==> config.mk <==
export PLATFORM = sky130hd
export DESIGN_NAME = ps2_kbd_top
export DESIGN_NICKNAME = d
export VERILOG_FILES = /design/src/rtl/ps2_pkg.sv /design/src/rtl/hex_seg_decode.sv /design/src/rtl/key_out.sv /design/src/rtl/ps2_frame_rx.sv /design/src/rtl/ps2_kbd_top.sv /design/src/rtl/scan_fifo.sv
export SDC_FILE = /design/constraint.sdc
export NUM_CORES = 1
export LEC_CHECK = 0
export ABC_AREA = 1
export BUFFER_PORTS_ARGS = -buffer_cell sky130_fd_sc_hd__buf_2
export CORE_UTILIZATION = 40
export DETAILED_ROUTE_END_ITERATION = 7
export GPL_ROUTABILITY_DRIVEN = 0
export PLACE_DENSITY_LB_ADDON = 0.3
export SYNTH_ARGS = -nofsm -noshare
export SYNTH_HDL_FRONTEND = slang
export SYNTH_HIERARCHICAL = 1
export SYNTH_SLANG_ARGS = --single-unit
==> constraint.sdc <==
create_clock -name clk -period 2.4 [get_ports clk]
set_clock_uncertainty 0.1 [all_clocks]
set_input_delay 0.12 -clock clk [delete_from_list [all_inputs] [get_ports clk]]
set_output_delay 0.12 -clock clk [all_outputs]
set_load 0.05 [all_outputs]
==> src/rtl/ps2_pkg.sv <==
package ps2_pkg;

    // one scan-code byte as it arrives on the PS/2 data line.
    typedef logic [7:0] scan_byte_t;

    // active-low segment pattern, bit 6 is segment a and bit 0 is segment g.
    typedef logic [6:0] seg7_t;

    // position inside an 11-bit PS/2 frame.
    // the start bit is taken in the idle state.
    typedef enum logic [1:0] {
        RX_IDLE,
        RX_DATA,
        RX_PARITY,
        RX_STOP
    } rx_state_t;

    // a received byte with its one-cycle strobe.
    typedef struct packed {
        logic       valid;
        scan_byte_t data;
    } rx_byte_s;

    // eight FIFO entries unless the top level says otherwise.
    parameter int FIFO_ADDR_W_DEFAULT = 3;

endpackage

==> src/rtl/hex_seg_decode.sv <==
`timescale 1ns/100ps

module hex_seg_decode (
    input  logic [3:0]     nibble,
    output ps2_pkg::seg7_t seg
);

    // segments abcdefg from bit 6 down, a low bit lights the segment.
    always_comb begin
        case (nibble)
            4'h0: seg = 7'b0000001;
            4'h1: seg = 7'b1001111;
            4'h2: seg = 7'b0010010;
            4'h3: seg = 7'b0000110;
            4'h4: seg = 7'b1001100;
            4'h5: seg = 7'b0100100;
            4'h6: seg = 7'b0100000;
            4'h7: seg = 7'b0001111;
            4'h8: seg = 7'b0000000;
            4'h9: seg = 7'b0000100;
            4'ha: seg = 7'b0001000;
            4'hb: seg = 7'b1100000; // lower case b.
            4'hc: seg = 7'b0110001;
            4'hd: seg = 7'b1000010; // lower case d.
            4'he: seg = 7'b0110000;
            4'hf: seg = 7'b0111000;
            default: seg = '1;
        endcase
    end

endmodule

==> src/rtl/key_out.sv <==
`timescale 1ns/100ps

module key_out (
    input  logic                clk,
    input  logic                rst,
    input  ps2_pkg::scan_byte_t head,
    input  logic                empty,
    input  logic                ack,
    output logic                pop,
    output logic                req,
    output ps2_pkg::scan_byte_t key_data,
    output ps2_pkg::seg7_t      seg_lo,
    output ps2_pkg::seg7_t      seg_hi
);

    typedef enum logic [1:0] {
        OUT_IDLE,
        OUT_REQ,
        OUT_RELEASE
    } out_state_t;

    out_state_t     state;
    ps2_pkg::seg7_t dig_lo;
    ps2_pkg::seg7_t dig_hi;

    always_ff @(posedge clk) begin
        if (rst) begin
            state <= OUT_IDLE;
        end else begin
            case (state)
                OUT_IDLE: begin
                    if (!empty && !ack) begin
                        state <= OUT_REQ;
                    end
                end
                OUT_REQ: begin
                    if (ack) begin
                        state <= OUT_RELEASE;
                    end
                end
                OUT_RELEASE: begin
                    if (!ack) begin
                        state <= OUT_IDLE; // the consumer has finished this byte.
                    end
                end
                default: state <= OUT_IDLE;
            endcase
        end
    end

    // key_data is taken from the head on the edge where req rises.
    always_ff @(posedge clk) begin
        if (state == OUT_IDLE && !empty && !ack) begin
            key_data <= head;
        end
    end

    assign req = (state == OUT_REQ);
    assign pop = (state == OUT_REQ) && ack; // head leaves as req falls.

    hex_seg_decode u_dig_lo (
        .nibble (key_data[3:0]),
        .seg    (dig_lo)
    );

    hex_seg_decode u_dig_hi (
        .nibble (key_data[7:4]),
        .seg    (dig_hi)
    );

    assign seg_lo = req ? dig_lo : '1;
    assign seg_hi = req ? dig_hi : '1;

    a_data_stable: assert property (
        @(posedge clk) disable iff (rst) req |=> !req || $stable(key_data)
    );

endmodule

==> src/rtl/ps2_frame_rx.sv <==
`timescale 1ns/100ps

module ps2_frame_rx (
    input  logic              clk,
    input  logic              rst,
    input  logic              ps2_clk,
    input  logic              ps2_data,
    output ps2_pkg::rx_byte_s rx_byte,
    output logic              frame_error
);

    logic [1:0]          clk_sync;
    logic [1:0]          data_sync;
    logic                clk_last;
    logic                fall;
    logic                data_bit;
    ps2_pkg::rx_state_t  state;
    logic [2:0]          bit_cnt;
    ps2_pkg::scan_byte_t shift;
    logic                start_bad;
    logic                parity_ok;
    logic                strobe;

    // both lines idle high, so the flops come out of reset high.
    always_ff @(posedge clk) begin
        if (rst) begin
            clk_sync  <= 2'b11;
            data_sync <= 2'b11;
            clk_last  <= 1'b1;
        end else begin
            clk_sync  <= {clk_sync[0], ps2_clk};
            data_sync <= {data_sync[0], ps2_data};
            clk_last  <= clk_sync[1];
        end
    end

    assign fall     = clk_last & ~clk_sync[1];
    assign data_bit = data_sync[1]; // same depth as the clock path.

    always_ff @(posedge clk) begin
        if (rst) begin
            state       <= ps2_pkg::RX_IDLE;
            bit_cnt     <= '0;
            start_bad   <= 1'b0;
            parity_ok   <= 1'b0;
            strobe      <= 1'b0;
            frame_error <= 1'b0;
        end else begin
            strobe <= 1'b0;
            if (fall) begin
                case (state)
                    ps2_pkg::RX_IDLE: begin
                        start_bad <= data_bit; // a good start bit is low.
                        bit_cnt   <= '0;
                        state     <= ps2_pkg::RX_DATA;
                    end
                    ps2_pkg::RX_DATA: begin
                        bit_cnt <= bit_cnt + 3'd1;
                        if (bit_cnt == 3'd7) begin
                            state <= ps2_pkg::RX_PARITY;
                        end
                    end
                    ps2_pkg::RX_PARITY: begin
                        parity_ok <= ^{shift, data_bit}; // odd parity over nine bits.
                        state     <= ps2_pkg::RX_STOP;
                    end
                    ps2_pkg::RX_STOP: begin
                        if (!start_bad && parity_ok && data_bit) begin
                            strobe <= 1'b1;
                        end else begin
                            frame_error <= 1'b1;
                        end
                        state <= ps2_pkg::RX_IDLE;
                    end
                    default: state <= ps2_pkg::RX_IDLE;
                endcase
            end
        end
    end

    // data arrives lsb first, so it enters at the top and moves down.
    always_ff @(posedge clk) begin
        if (fall && state == ps2_pkg::RX_DATA) begin
            shift <= {data_bit, shift[7:1]};
        end
    end

    assign rx_byte = '{valid: strobe, data: shift};

    // A frame spans at least eleven PS/2 edges, so strobes never touch.
    a_single_strobe: assert property (
        @(posedge clk) disable iff (rst) strobe |=> !strobe
    );

endmodule

==> src/rtl/ps2_kbd_top.sv <==
`timescale 1ns/100ps

module ps2_kbd_top #(
    parameter int FIFO_ADDR_W = ps2_pkg::FIFO_ADDR_W_DEFAULT
) (
    input  logic                clk,
    input  logic                rst,
    input  logic                ps2_clk,
    input  logic                ps2_data,
    input  logic                ack,
    output logic                req,
    output ps2_pkg::scan_byte_t key_data,
    output ps2_pkg::seg7_t      seg_lo,
    output ps2_pkg::seg7_t      seg_hi,
    output logic                frame_error,
    output logic                overflow
);

    ps2_pkg::rx_byte_s   rx_byte;
    ps2_pkg::scan_byte_t head;
    logic                empty;
    logic                pop;

    ps2_frame_rx u_rx (
        .clk         (clk),
        .rst         (rst),
        .ps2_clk     (ps2_clk),
        .ps2_data    (ps2_data),
        .rx_byte     (rx_byte),
        .frame_error (frame_error)
    );

    scan_fifo #(
        .FIFO_ADDR_W (FIFO_ADDR_W)
    ) u_fifo (
        .clk      (clk),
        .rst      (rst),
        .rx_byte  (rx_byte),
        .pop      (pop),
        .head     (head),
        .empty    (empty),
        .overflow (overflow)
    );

    key_out u_out (
        .clk      (clk),
        .rst      (rst),
        .head     (head),
        .empty    (empty),
        .ack      (ack),
        .pop      (pop),
        .req      (req),
        .key_data (key_data),
        .seg_lo   (seg_lo),
        .seg_hi   (seg_hi)
    );

endmodule

==> src/rtl/scan_fifo.sv <==
`timescale 1ns/100ps

module scan_fifo #(
    parameter int FIFO_ADDR_W = ps2_pkg::FIFO_ADDR_W_DEFAULT
) (
    input  logic                clk,
    input  logic                rst,
    input  ps2_pkg::rx_byte_s   rx_byte,
    input  logic                pop,
    output ps2_pkg::scan_byte_t head,
    output logic                empty,
    output logic                overflow
);

    localparam int DEPTH = 2 ** FIFO_ADDR_W;

    ps2_pkg::scan_byte_t  mem [DEPTH];
    logic [FIFO_ADDR_W:0] wr_ptr;
    logic [FIFO_ADDR_W:0] rd_ptr;
    logic                 full;
    logic                 push;

    // the extra pointer bit tells a full buffer from an empty one.
    assign empty = (wr_ptr == rd_ptr);
    assign full  = (wr_ptr[FIFO_ADDR_W] != rd_ptr[FIFO_ADDR_W]) &&
                   (wr_ptr[FIFO_ADDR_W-1:0] == rd_ptr[FIFO_ADDR_W-1:0]);

    // a pop in the same cycle frees the slot the write lands in.
    assign push = rx_byte.valid && (!full || pop);

    always_ff @(posedge clk) begin
        if (push) begin
            mem[wr_ptr[FIFO_ADDR_W-1:0]] <= rx_byte.data;
        end
    end

    always_ff @(posedge clk) begin
        if (rst) begin
            wr_ptr   <= '0;
            rd_ptr   <= '0;
            overflow <= 1'b0;
        end else begin
            if (push) begin
                wr_ptr <= wr_ptr + 1'b1;
            end
            if (pop) begin
                rd_ptr <= rd_ptr + 1'b1;
            end
            if (rx_byte.valid && full && !pop) begin
                overflow <= 1'b1; // the new byte is lost, stored ones stay.
            end
        end
    end

    assign head = mem[rd_ptr[FIFO_ADDR_W-1:0]];

    // key_out only pops a byte it has already offered.
    a_no_pop_empty: assert property (
        @(posedge clk) disable iff (rst) pop |-> !empty
    );

endmodule

==> flow_summary.json, run 1 <==
{
  "grt_pass1_wl_um": 16200,
  "synth_top_area_cell": "edfxtp_1",
  "switching_share_pct": 19.0,
  "hold_viol_final": 0,
  "fin_cells": 724,
  "netlist_top_cells_count": "nand2_1 (112), edfxtp_1 (80), nor2_1 (50), inv_1 (45), o21ai_0 (37)",
  "io_buffers": 29,
  "synth-compound-area-share_pct": 7.85,
  "die_width_um": 115,
  "antenna_left": 0,
  "antenna_found_initial": 0,
  "dieHeight_um": 115,
  "dp_hpwl_um": 6980,
  "worst_slew_pin_slew_ps": 539,
  "drtIter0Drc": 249,
  "dp_cells": 705,
  "critPathCaptureType": "output port",
  "rsz0062_at_grt": "false",
  "clk_pin_slew_ps": 70,
  "multi_input_area_um2": 1820,
  "yosysUniqueCellTypes": 36,
  "io_pins": 30,
  "slowest_stage": "edfxtp_1",
  "synth_cells": 512,
  "synth-xor-area-share_pct": 0.344,
  "status": "complete, no violations",
  "p_int_uw": 2730,
  "grt_max_degree": 33,
  "via_count": 3561,
  "synth_top_family_by_area": "simple AND/OR/NAND/NOR gates",
  "slew_viol_final": 0,
  "min_path_type": "in2reg",
  "clockBufferDepth": 2,
  "cts_setup_buffers": 0,
  "critPathLaunchType": "register",
  "power.switching_uw": 639,
  "synthFlopType": "edfxtp_1",
  "cts-htree-levels": 3,
  "placed_area_um2": 5430,
  "rows": 40,
  "seq_power_share_pct": 59.2,
  "synthMostInstantiatedCell": "nand2_1",
  "fillers": 1173,
  "cp_slowest_stage_delay_ps": 460,
  "via_per_inst": 4.92,
  "grt_pass1_vias": 3381,
  "yosys.area_share.simple_pct": 20.4,
  "routedWlPerCell_um": 13.6,
  "synthesis.nets": 540,
  "wirelength_um": 9880,
  "die-area_um2": 13200,
  "start_util_pct": 41.6,
  "clock.fmax_mhz": 464,
  "synth_mux_area_share_pct": 1.57,
  "design_area_um2": 5730,
  "setup_tns_ps": 0,
  "drive_gt1_share_pct": 16.4,
  "synth_warnings": 6,
  "syn_area_um2": 5080,
  "syn_area_per_cell_um2": 9.93,
  "dr.pass1.iters": 5,
  "yosysSeqAreaShare_pct": 58.3,
  "period_needed_ps": 2160,
  "ys_top_cells_by_area": "edfxtp_1 (47%), dfxtp_1 (11%), nand2_1 (8.3%), ha_1 (5.7%), nor2_1 (3.7%)",
  "post-route-util_pct": 46.9,
  "root_buffer": "clkbuf_16",
  "yosys.area_share.adder_pct": 5.66,
  "crit_required_ps": 2180,
  "powerDensity_nw_per_um2": 587,
  "final_nets": 579,
  "synthArstFlopShare_pct": 0,
  "period_share_pct": 89.8,
  "cts_tree": "yes",
  "cts_resized": 0,
  "cp_max_fo": 6,
  "diodes": 0,
  "criticalPathCategory": "reg2out",
  "areaGrowthSynthToFinish_pct": 12.7,
  "maxCapViolations": 0,
  "worst_ir_drop_vdd_mv": 0.401,
  "arrival_ps": 1940,
  "pwr-share-clk_pct": 39.6,
  "insertion_delay_ps": 340,
  "synth_edf_count": 80,
  "pwr-share-comb_pct": 1.3,
  "ys_ff_latch": 108,
  "path_cells": "inv_1 > ha_1 > inv_1 > nand2_1 > nand3_1 > nand2_1 > or2_2 > buf_2",
  "globalRouteOverflowTotal": 0,
  "cts_sinks": 108,
  "slew_headroom_pct": 64.0,
  "register_area_um2": 2960,
  "whs_path_depth": 2,
  "grt_usage_pct": 16.2,
  "r2r_cells": 8,
  "numCtsBuffers": 9,
  "p_leak_uw": 0.00224,
  "core_area_um2": 12200,
  "drc": 0,
  "finalSetupViolCount": 0,
  "synth_top_area_share_pct": 47.2
}
==> placed cells by master (no fill, tap or decap), drive strengths merged <==
cell,instances
dlygate4sd3,3
a21oi,16
nand2,117
and3,1
o21ai,48
o22ai,8
nor4,1
or2,18
xnor2,2
nand3,31
clkinvlp,2
clkinv,3
ha,23
nor3,8
mux2i,8
dfxtp,28
a211oi,1
nor2,52
inv,51
clkbuf,11
nand4,1
edfxtp,80
buf,42
a31oi,1
==> worst max-delay path: cells and delay by family, from the launching register on <==
family	cells	cell delay, ps
and+or+nand+nor	4	490
buffers and inverters	3	450
DFF	1	460
adders and majority gates	1	210
==> routing by layer <==
layer  track usage (%)  vias to the layer above  routed length (um)
met5                 0                        -                   0
met4              7.79                        0                 138
met3              3.43                       10                 342
met2              25.8                       71                4640
met1              21.2                     1695                4760
li1                  -                     1785                   -
==> sequential cells by signal (all words and copies together), names as in the netlist, 3 cells and up, named ones only <==
register	cells
u_fifo/mem	64
u_fifo/rd_ptr	4
u_fifo/wr_ptr	4
u_out/key_data	8
u_rx/bit_cnt	3
u_rx/shift	8
==> layout make-up <==
| type | count | area share (%) |
|---|---|---|
| Clock buffer | 11 | 4.23 |
| Multi-Input combinational cell | 336 | 31.8 |
| Tap cell | 168 | 3.67 |
| Clock inverter | 5 | 0.502 |
| Timing Repair Buffer | 45 | 4.76 |
| Sequential cell | 108 | 51.7 |
| Inverter | 51 | 3.34 |
==> what timing repair did <==
action	in CTS	in global routing
endpoints found under the hold margin	3	0
hold buffers	3	0
endpoints found under the setup margin	0	0
==> kinds of logic after synthesis <==
family / after synthesis
mux: 8
simple gates: 229
xor+xnor: 2
buf+inv: 68
flops: 108
fa+ha+maj: 23
compound gates: 74
==> power groups by stage <==
| stage | clock (uW) | sequential (uW) | combinational, uW |
|---|---|---|---|
| 2_1_floorplan | 0 | 2030 | 26.7 |
| 3_3_place_gp | 0 | 2030 | 38.0 |
| 3_5_place_dp | 0 | 2030 | 39.6 |
| 4_1_cts | 1370 | 1990 | 43.4 |
| 5_1_grt | 1440 | 1990 | 49.3 |
| 6_report | 1330 | 1990 | 42.8 |
==> stage by stage <==
stage               hold slack (ps)  power, uW  worst slack, ps
detailed placement              207       2070              461
CTS                            8.04       3400              230
global placement                207       2070              481
floorplan                      89.1       2060              349
finish                         9.32       3370              244
global route                   26.8       3480             78.2
==> worst paths after layout <==
path | from | to | slack, ps
min reg2reg | u_rx/data_sync[0]$_SDFF_PP1_ | u_rx/data_sync[1]$_SDFF_PP1_ | 310
min | rst | u_rx/frame_error$_SDFFE_PP0P_ | 9
max reg2reg | u_fifo/wr_ptr[0]$_SDFFE_PP0P_ | u_fifo/mem[2][5]$_DFFE_PP_ | 460
max | u_out/key_data[5]$_DFFE_PP_ | seg_hi[6] | 240
Note: power is estimated with default switching activity, not from simulation.
==> inputs of run 2 (changes only) <==
==> constraint.sdc (replaced) <==
create_clock -name clk -period 2.8 [get_ports clk]
set_clock_uncertainty 0.1 [all_clocks]
set_input_delay 0.14 -clock clk [delete_from_list [all_inputs] [get_ports clk]]
set_output_delay 0.14 -clock clk [all_outputs]
set_load 0.05 [all_outputs]
==> run 2 against run 1 <==
Compared with the run above:
- setup slack gained 180 ps
- critical endpoint is now u_fifo/mem[3][0]$_DFFE_PP_
- hold slack gained 20 ps
- utilization shrank 0.55 points
- largest cell class unchanged
- clock power shrank 14%
- power shrank 14%
- largest power group unchanged
- flip-flop and latch count is the same
- sequential power shrank 14%
- via count shrank 3.4%
- die area is the same
- critical path depth shrank 2
==> flow_summary.json, run 2 (same netlist as run 1, synthesis figures left out) <==
{
  "slew_headroom_pct": 44.8,
  "cp_max_fo": 16,
  "numCtsBuffers": 9,
  "fin_ws_ps": 425,
  "switching_share_pct": 18.7,
  "areaGrowthSynthToFinish_pct": 11.4,
  "worst_slew_pin_slew_ps": 827,
  "clock.fmax_mhz": 421,
  "hold_viol_final": 0,
  "arrival_ps": 2240,
  "grt_usage_pct": 16.0,
  "final_nets": 570,
  "cts_setup_buffers": 0,
  "cp_slowest_stage_delay_ps": 590,
  "pwr-share-comb_pct": 1.3,
  "cts-htree-levels": 3,
  "finalSetupViolCount": 0,
  "r2r_slack_ps": 420,
  "diodes": 0,
  "drive_gt1_share_pct": 15.0,
  "cts_tree": "yes",
  "status": "complete, no violations",
  "whs_path_depth": 2,
  "design_area_um2": 5660,
  "routedWlPerCell_um": 13.4,
  "seq_power_share_pct": 59.2,
  "drtIter0Drc": 237,
  "criticalPathCategory": "reg2reg",
  "crit_required_ps": 2670,
  "period_needed_ps": 2380,
  "grt_max_degree": 26,
  "insertion_delay_ps": 340,
  "r2r_cells": 6,
  "placed_area_um2": 5360,
  "dieHeight_um": 115,
  "critPathCaptureType": "register",
  "via_per_inst": 4.81,
  "fillers": 1174,
  "p_leak_uw": 0.00219,
  "die-area_um2": 13200,
  "start_util_pct": 41.6,
  "antenna_left": 0,
  "p_int_uw": 2340,
  "setup_tns_ps": 0,
  "clockBufferDepth": 2,
  "place_ws_ps": 434,
  "crit_start": "u_out/state[0]$_SDFFE_PP0P_",
  "dp_cells": 696,
  "maxCapViolations": 0,
  "pwr-share-clk_pct": 39.5,
  "final_common_cell": "nand2_1",
  "post-route-util_pct": 46.4,
  "timing.rr.end": "u_fifo/mem[3][0]$_DFFE_PP_",
  "die_width_um": 115,
  "period_share_pct": 84.8,
  "rows": 40,
  "core_area_um2": 12200,
  "reg2reg_from": "u_out/state[0]$_SDFFE_PP0P_",
  "power.switching_uw": 540,
  "dr.pass1.iters": 4,
  "clk_pin_slew_ps": 70,
  "worst_ir_drop_vdd_mv": 0.261,
  "drc": 0,
  "cts_sinks": 108,
  "rsz0062_at_grt": "false",
  "powerDensity_nw_per_um2": 509,
  "grt_pass1_vias": 3247,
  "critPathLaunchType": "register",
  "min_path_type": "in2reg",
  "dp_hpwl_um": 6840,
  "crit_end": "u_fifo/mem[3][0]$_DFFE_PP_",
  "slew_viol_final": 0,
  "wirelength_um": 9560,
  "layout_common_cells": "nand2_1 (112), edfxtp_1 (80), nor2_1 (50)",
  "antenna_found_initial": 0,
  "via_count": 3441,
  "path_cells": "nand2_2 > nor2_1 > nor2_2 > nand3_4 > nand3_4 > nor2_1",
  "io_buffers": 29,
  "largest_register_ffs": 64,
  "globalRouteOverflowTotal": 0,
  "io_pins": 30,
  "grt_pass1_wl_um": 15900,
  "slowest_stage": "nor2_1",
  "fin_cells": 715,
  "root_buffer": "clkbuf_16"
}
## run 2: changes by cell type in the layout (fill, tap and decap cells not counted), sizes merged
| cell | before | now |
|---|---|---|
| buf | 42 | 33 |
| clkinvlp | 2 | 0 |
| inv | 51 | 52 |
| clkbuf | 11 | 12 |
## run 2: critical path: cells and delay by family, from the launching register on
family,cells,cell delay [ps]
simple gates,6,1520
flops,1,380
## run 2: area by class of cell
class / instances / area (um^2) / area share (%)
clock buffer: 12 / 246 / 4.35
clock inverter: 4 / 25.0 / 0.442
inverter: 51 / 191 / 3.38
multi-input combinational: 336 / 1820 / 32.2
timing repair buffer: 36 / 205 / 3.62
sequential: 108 / 2960 / 52.3
tap: 168 / 210 / 3.71
## run 2: how the worst min path moves through the flow
stage	slack, ps	endpoint	startpoint
6_report	30	u_rx/frame_error$_SDFFE_PP0P_	rst
3_5_place_dp	230	u_rx/data_sync[0]$_SDFF_PP1_	ps2_data
3_3_place_gp	230	u_rx/data_sync[0]$_SDFF_PP1_	ps2_data
2_1_floorplan	110	u_fifo/overflow$_SDFFE_PP0P_	rst
5_1_grt	50	u_rx/bit_cnt[2]$_SDFFE_PP0P_	rst
4_1_cts	30	u_rx/frame_error$_SDFFE_PP0P_	rst
## run 2: per-stage QoR
step | hold slack (ps) | power, uW
after detailed placement | 227 | 1780
after CTS | 26.8 | 2910
after global placement | 225 | 1780
after floorplan | 109 | 1760
final | 29.4 | 2880
after global routing | 52.0 | 2980
## run 2: routing by layer
layer  wire [um]  vias to the layer above  GRT usage [%]
met5           0                        -              0
met1        4540                     1603           21.8
li1            -                     1769              -
met3         358                       10           2.16
met4         133                        0           8.14
met2        4540                       59           25.1
## run 2: power groups by stage
stage / sequential (uW) / clock, uW / combinational [uW]
after floorplan: 1740 / 0 / 22.9
after global placement: 1740 / 0 / 32.2
after detailed placement: 1740 / 0 / 33.2
after CTS: 1710 / 1170 / 36.6
after global routing: 1710 / 1240 / 41.3
final: 1710 / 1140 / 36.1
## run 2: repair_timing
item,4_1_cts,5_1_grt
endpoints found under the setup margin,0,0
hold buffers,3,0
hold endpoints to repair,3,0
gates resized for setup,0,0
==> inputs of run 3 (changes only) <==
--- a/config.mk
+++ b/config.mk
@@ -5,7 +5,7 @@
 export SDC_FILE = /design/constraint.sdc
 export NUM_CORES = 1
 export LEC_CHECK = 0
-export ABC_AREA = 1
+export ABC_AREA = 0
 export BUFFER_PORTS_ARGS = -buffer_cell sky130_fd_sc_hd__buf_2
 export CORE_UTILIZATION = 40
 export DETAILED_ROUTE_END_ITERATION = 7
==> constraint.sdc (replaced) <==
create_clock -name clk -period 2.43 [get_ports clk]
set_clock_uncertainty 0.1 [all_clocks]
set_input_delay 0.1215 -clock clk [delete_from_list [all_inputs] [get_ports clk]]
set_output_delay 0.1215 -clock clk [all_outputs]
set_load 0.05 [all_outputs]
==> run 3 against run 2 <==
Compared with the run above:
- register-to-register slack lost 220 ps
- setup slack got worse by 290 ps
- critical endpoint is now seg_lo[3]
- area after synthesis decreased by 2.7%
- die area shrank 2.7%
- first-iteration DRC count is 38% lower
- wire length decreased by 16%
- utilization grew 0.85 points
- sequential share of layout area decreased by 0.081 points
- clock-buffer cell count fell by 3
==> flow_summary.json, run 3 <==
{
  "insertion_delay_ps": 340,
  "routedWlPerCell_um": 15.0,
  "drive_gt1_share_pct": 27.3,
  "path_cells": "inv_1 > ha_1 > inv_1 > mux4_2 > nand2b_1 > buf_2",
  "total_power_uw": 3550,
  "placed_area_um2": 5270,
  "criticalPathCategory": "reg2out",
  "layout_common_cells": "edfxtp_1 (80), buf_2 (29), dfxtp_1 (28)",
  "core_area_um2": 12000,
  "ys_ff_latch": 108,
  "cts_tree": "yes",
  "final_common_cell": "edfxtp_1",
  "via_count": 2744,
  "arrival_ps": 2070,
  "antenna_found_initial": 0,
  "syn_area_um2": 4950,
  "cp_top_family": "flip-flops",
  "areaGrowthSynthToFinish_pct": 14.7,
  "antenna_left": 0,
  "slowest_stage": "edfxtp_1",
  "dr.pass1.iters": 4,
  "io_buffers": 29,
  "synthFlopType": "edfxtp_1",
  "die_width_um": 113,
  "period_share_pct": 94.3,
  "maxCapViolations": 0,
  "grt_usage_pct": 13.7,
  "design_area_um2": 5670,
  "cts-htree-levels": 3,
  "cts_resized": 0,
  "rsz0062_at_grt": "false",
  "cp_slowest_stage_delay_ps": 470,
  "critPathBufInv": 3,
  "synthesis.nets": 373,
  "crit_top_cell": "inv_1",
  "synth_warnings": 6,
  "worst_slew_pin_slew_ps": 735,
  "synthMostInstantiatedCell": "edfxtp_1",
  "grt_pass1_vias": 2569,
  "clockBufferDepth": 2,
  "critPathCaptureType": "output port",
  "clk_pin_slew_ps": 70,
  "drc": 0,
  "final_nets": 415,
  "via_per_inst": 5.09,
  "synthArstFlopShare_pct": 0,
  "slew_viol_final": 0,
  "drtIter0Drc": 146,
  "syn_area_per_cell_um2": 14.3,
  "largest_register_ffs": 64,
  "crit_required_ps": 2210,
  "die-area_um2": 12800,
  "synth_edf_count": 80,
  "grt_max_degree": 34,
  "wirelength_um": 8070,
  "p_leak_uw": 0.00198,
  "root_buffer": "clkbuf_16",
  "cp_max_fo": 7,
  "pwr-share-clk_pct": 43.6,
  "io_pins": 30,
  "start_util_pct": 41.2,
  "dieHeight_um": 113,
  "switching_share_pct": 18.8,
  "netlist_top_cells_count": "edfxtp_1 (80), dfxtp_1 (28), nor2_1 (24), ha_1 (23), mux4_2 (18)",
  "grt_pass1_wl_um": 13400,
  "synth_cells": 345,
  "dp_hpwl_um": 5520,
  "power.switching_uw": 666,
  "hold_viol_final": 0,
  "synth_top_area_share_pct": 48.6,
  "synth_top_area_cell": "edfxtp_1",
  "critPathLaunchType": "register",
  "globalRouteOverflowTotal": 0,
  "yosysUniqueCellTypes": 49,
  "cts_sinks": 108,
  "finalSetupViolCount": 0,
  "seq_power_share_pct": 55.4,
  "rows": 40,
  "clock.fmax_mhz": 436,
  "min_path_type": "in2reg",
  "slew_headroom_pct": 50.8,
  "ys_top_cells_by_area": "edfxtp_1 (49%), dfxtp_1 (11%), mux4_2 (8.2%), ha_1 (5.8%), mux2_2 (2.3%)",
  "worst_ir_drop_vdd_mv": 0.360,
  "yosysSeqAreaShare_pct": 59.9,
  "p_int_uw": 2880,
  "status": "complete, no violations",
  "period_needed_ps": 2290,
  "diodes": 0,
  "powerDensity_nw_per_um2": 626,
  "numCtsBuffers": 9,
  "pwr-share-comb_pct": 1.0
}
[run 3: changes by cell type in the layout (fill, tap and decap cells not counted), sizes merged, moves of 14 or more]
cell / delta
nand2: -103
o21ai: -42
nand2b: +14
inv: -38
nand3: -25
mux4: +18
buf: +14
nor2: -26
[run 3: layout make-up]
class | instances | area (um^2)
Inverter | 12 | 45.0
Clock buffer | 9 | 225
Tap cell | 147 | 184
Fill cell | 1029 | 6340
Clock inverter | 7 | 97.6
Multi-Input combinational cell | 206 | 1850
Sequential cell | 108 | 2960
Timing Repair Buffer | 50 | 310
[run 3: kinds of logic after synthesis]
family / share of synthesized area (%)
flops: 59.9
simple gates: 11.7
mux: 12.7
buf+inv: 3.19
compound gates: 3.95
fa+ha+maj: 5.82
xor+xnor: 2.76
[run 3: per-layer routing]
layer | wire, um | up-vias | global-route usage (%)
li1 | - | 1362 | -
met1 | 3780 | 1319 | 17.5
met2 | 3930 | 52 | 23.3
met3 | 247 | 11 | 2.46
met4 | 110 | 0 | 5.26
met5 | 0 | - | 0
[run 3: path summary, 6_finish.rpt]
| check | startpoint | to | slack (ps) | depth (start not counted) |
|---|---|---|---|---|
| worst max register to register | u_out/state[1]$_SDFFE_PP0P_ | u_fifo/mem[7][6]$_DFFE_PP_ | 200 | 5 |
| worst min-delay path | rst | register | 160 | 2 |
| worst max-delay path | u_out/key_data[0]$_DFFE_PP_ | seg_lo[3] | 140 | 6 |
| worst min register to register | u_rx/data_sync[0]$_SDFF_PP1_ | u_rx/data_sync[1]$_SDFF_PP1_ | 310 | 1 |
[run 3: worst register-to-register path, cell delays in order (launching register included)]
cell and delay, ps:
dfxtp_1 430, nor2b_4 60, and2_1 170, or2_0 240, o21ai_0 540, nor2_1 360
[run 3: timing repair]
action / CTS / global route
setup buffers: 0 / 7
setup endpoints to repair: 0 / 4
hold buffers: 3 / 0
hold endpoints to repair: 4 / 0
[run 3: power groups by stage]
stage	combinational (uW)	sequential [uW]	clock [uW]
CTS	36.2	1970	1570
global placement	31.8	2010	0
finish	36.3	1970	1550
floorplan	22.6	2010	0
global route	40.9	1970	1640
detailed placement	32.6	2010	0
[run 3: stage by stage]
stage / hold WS, ps / setup TNS, ps / worst slack (ps) / std cells / util, %
floorplan: 97.5 / -4690 / -273 / 345 / -
global placement: 205 / 0 / 299 / 513 / 43.9
detailed placement: 205 / 0 / 241 / 513 / 43.9
CTS: 153 / 0 / 47.3 / 532 / 46.8
global route: 200 / 0 / 2.98 / 539 / 47.2
finish: 158 / 0 / 137 / 539 / 47.2
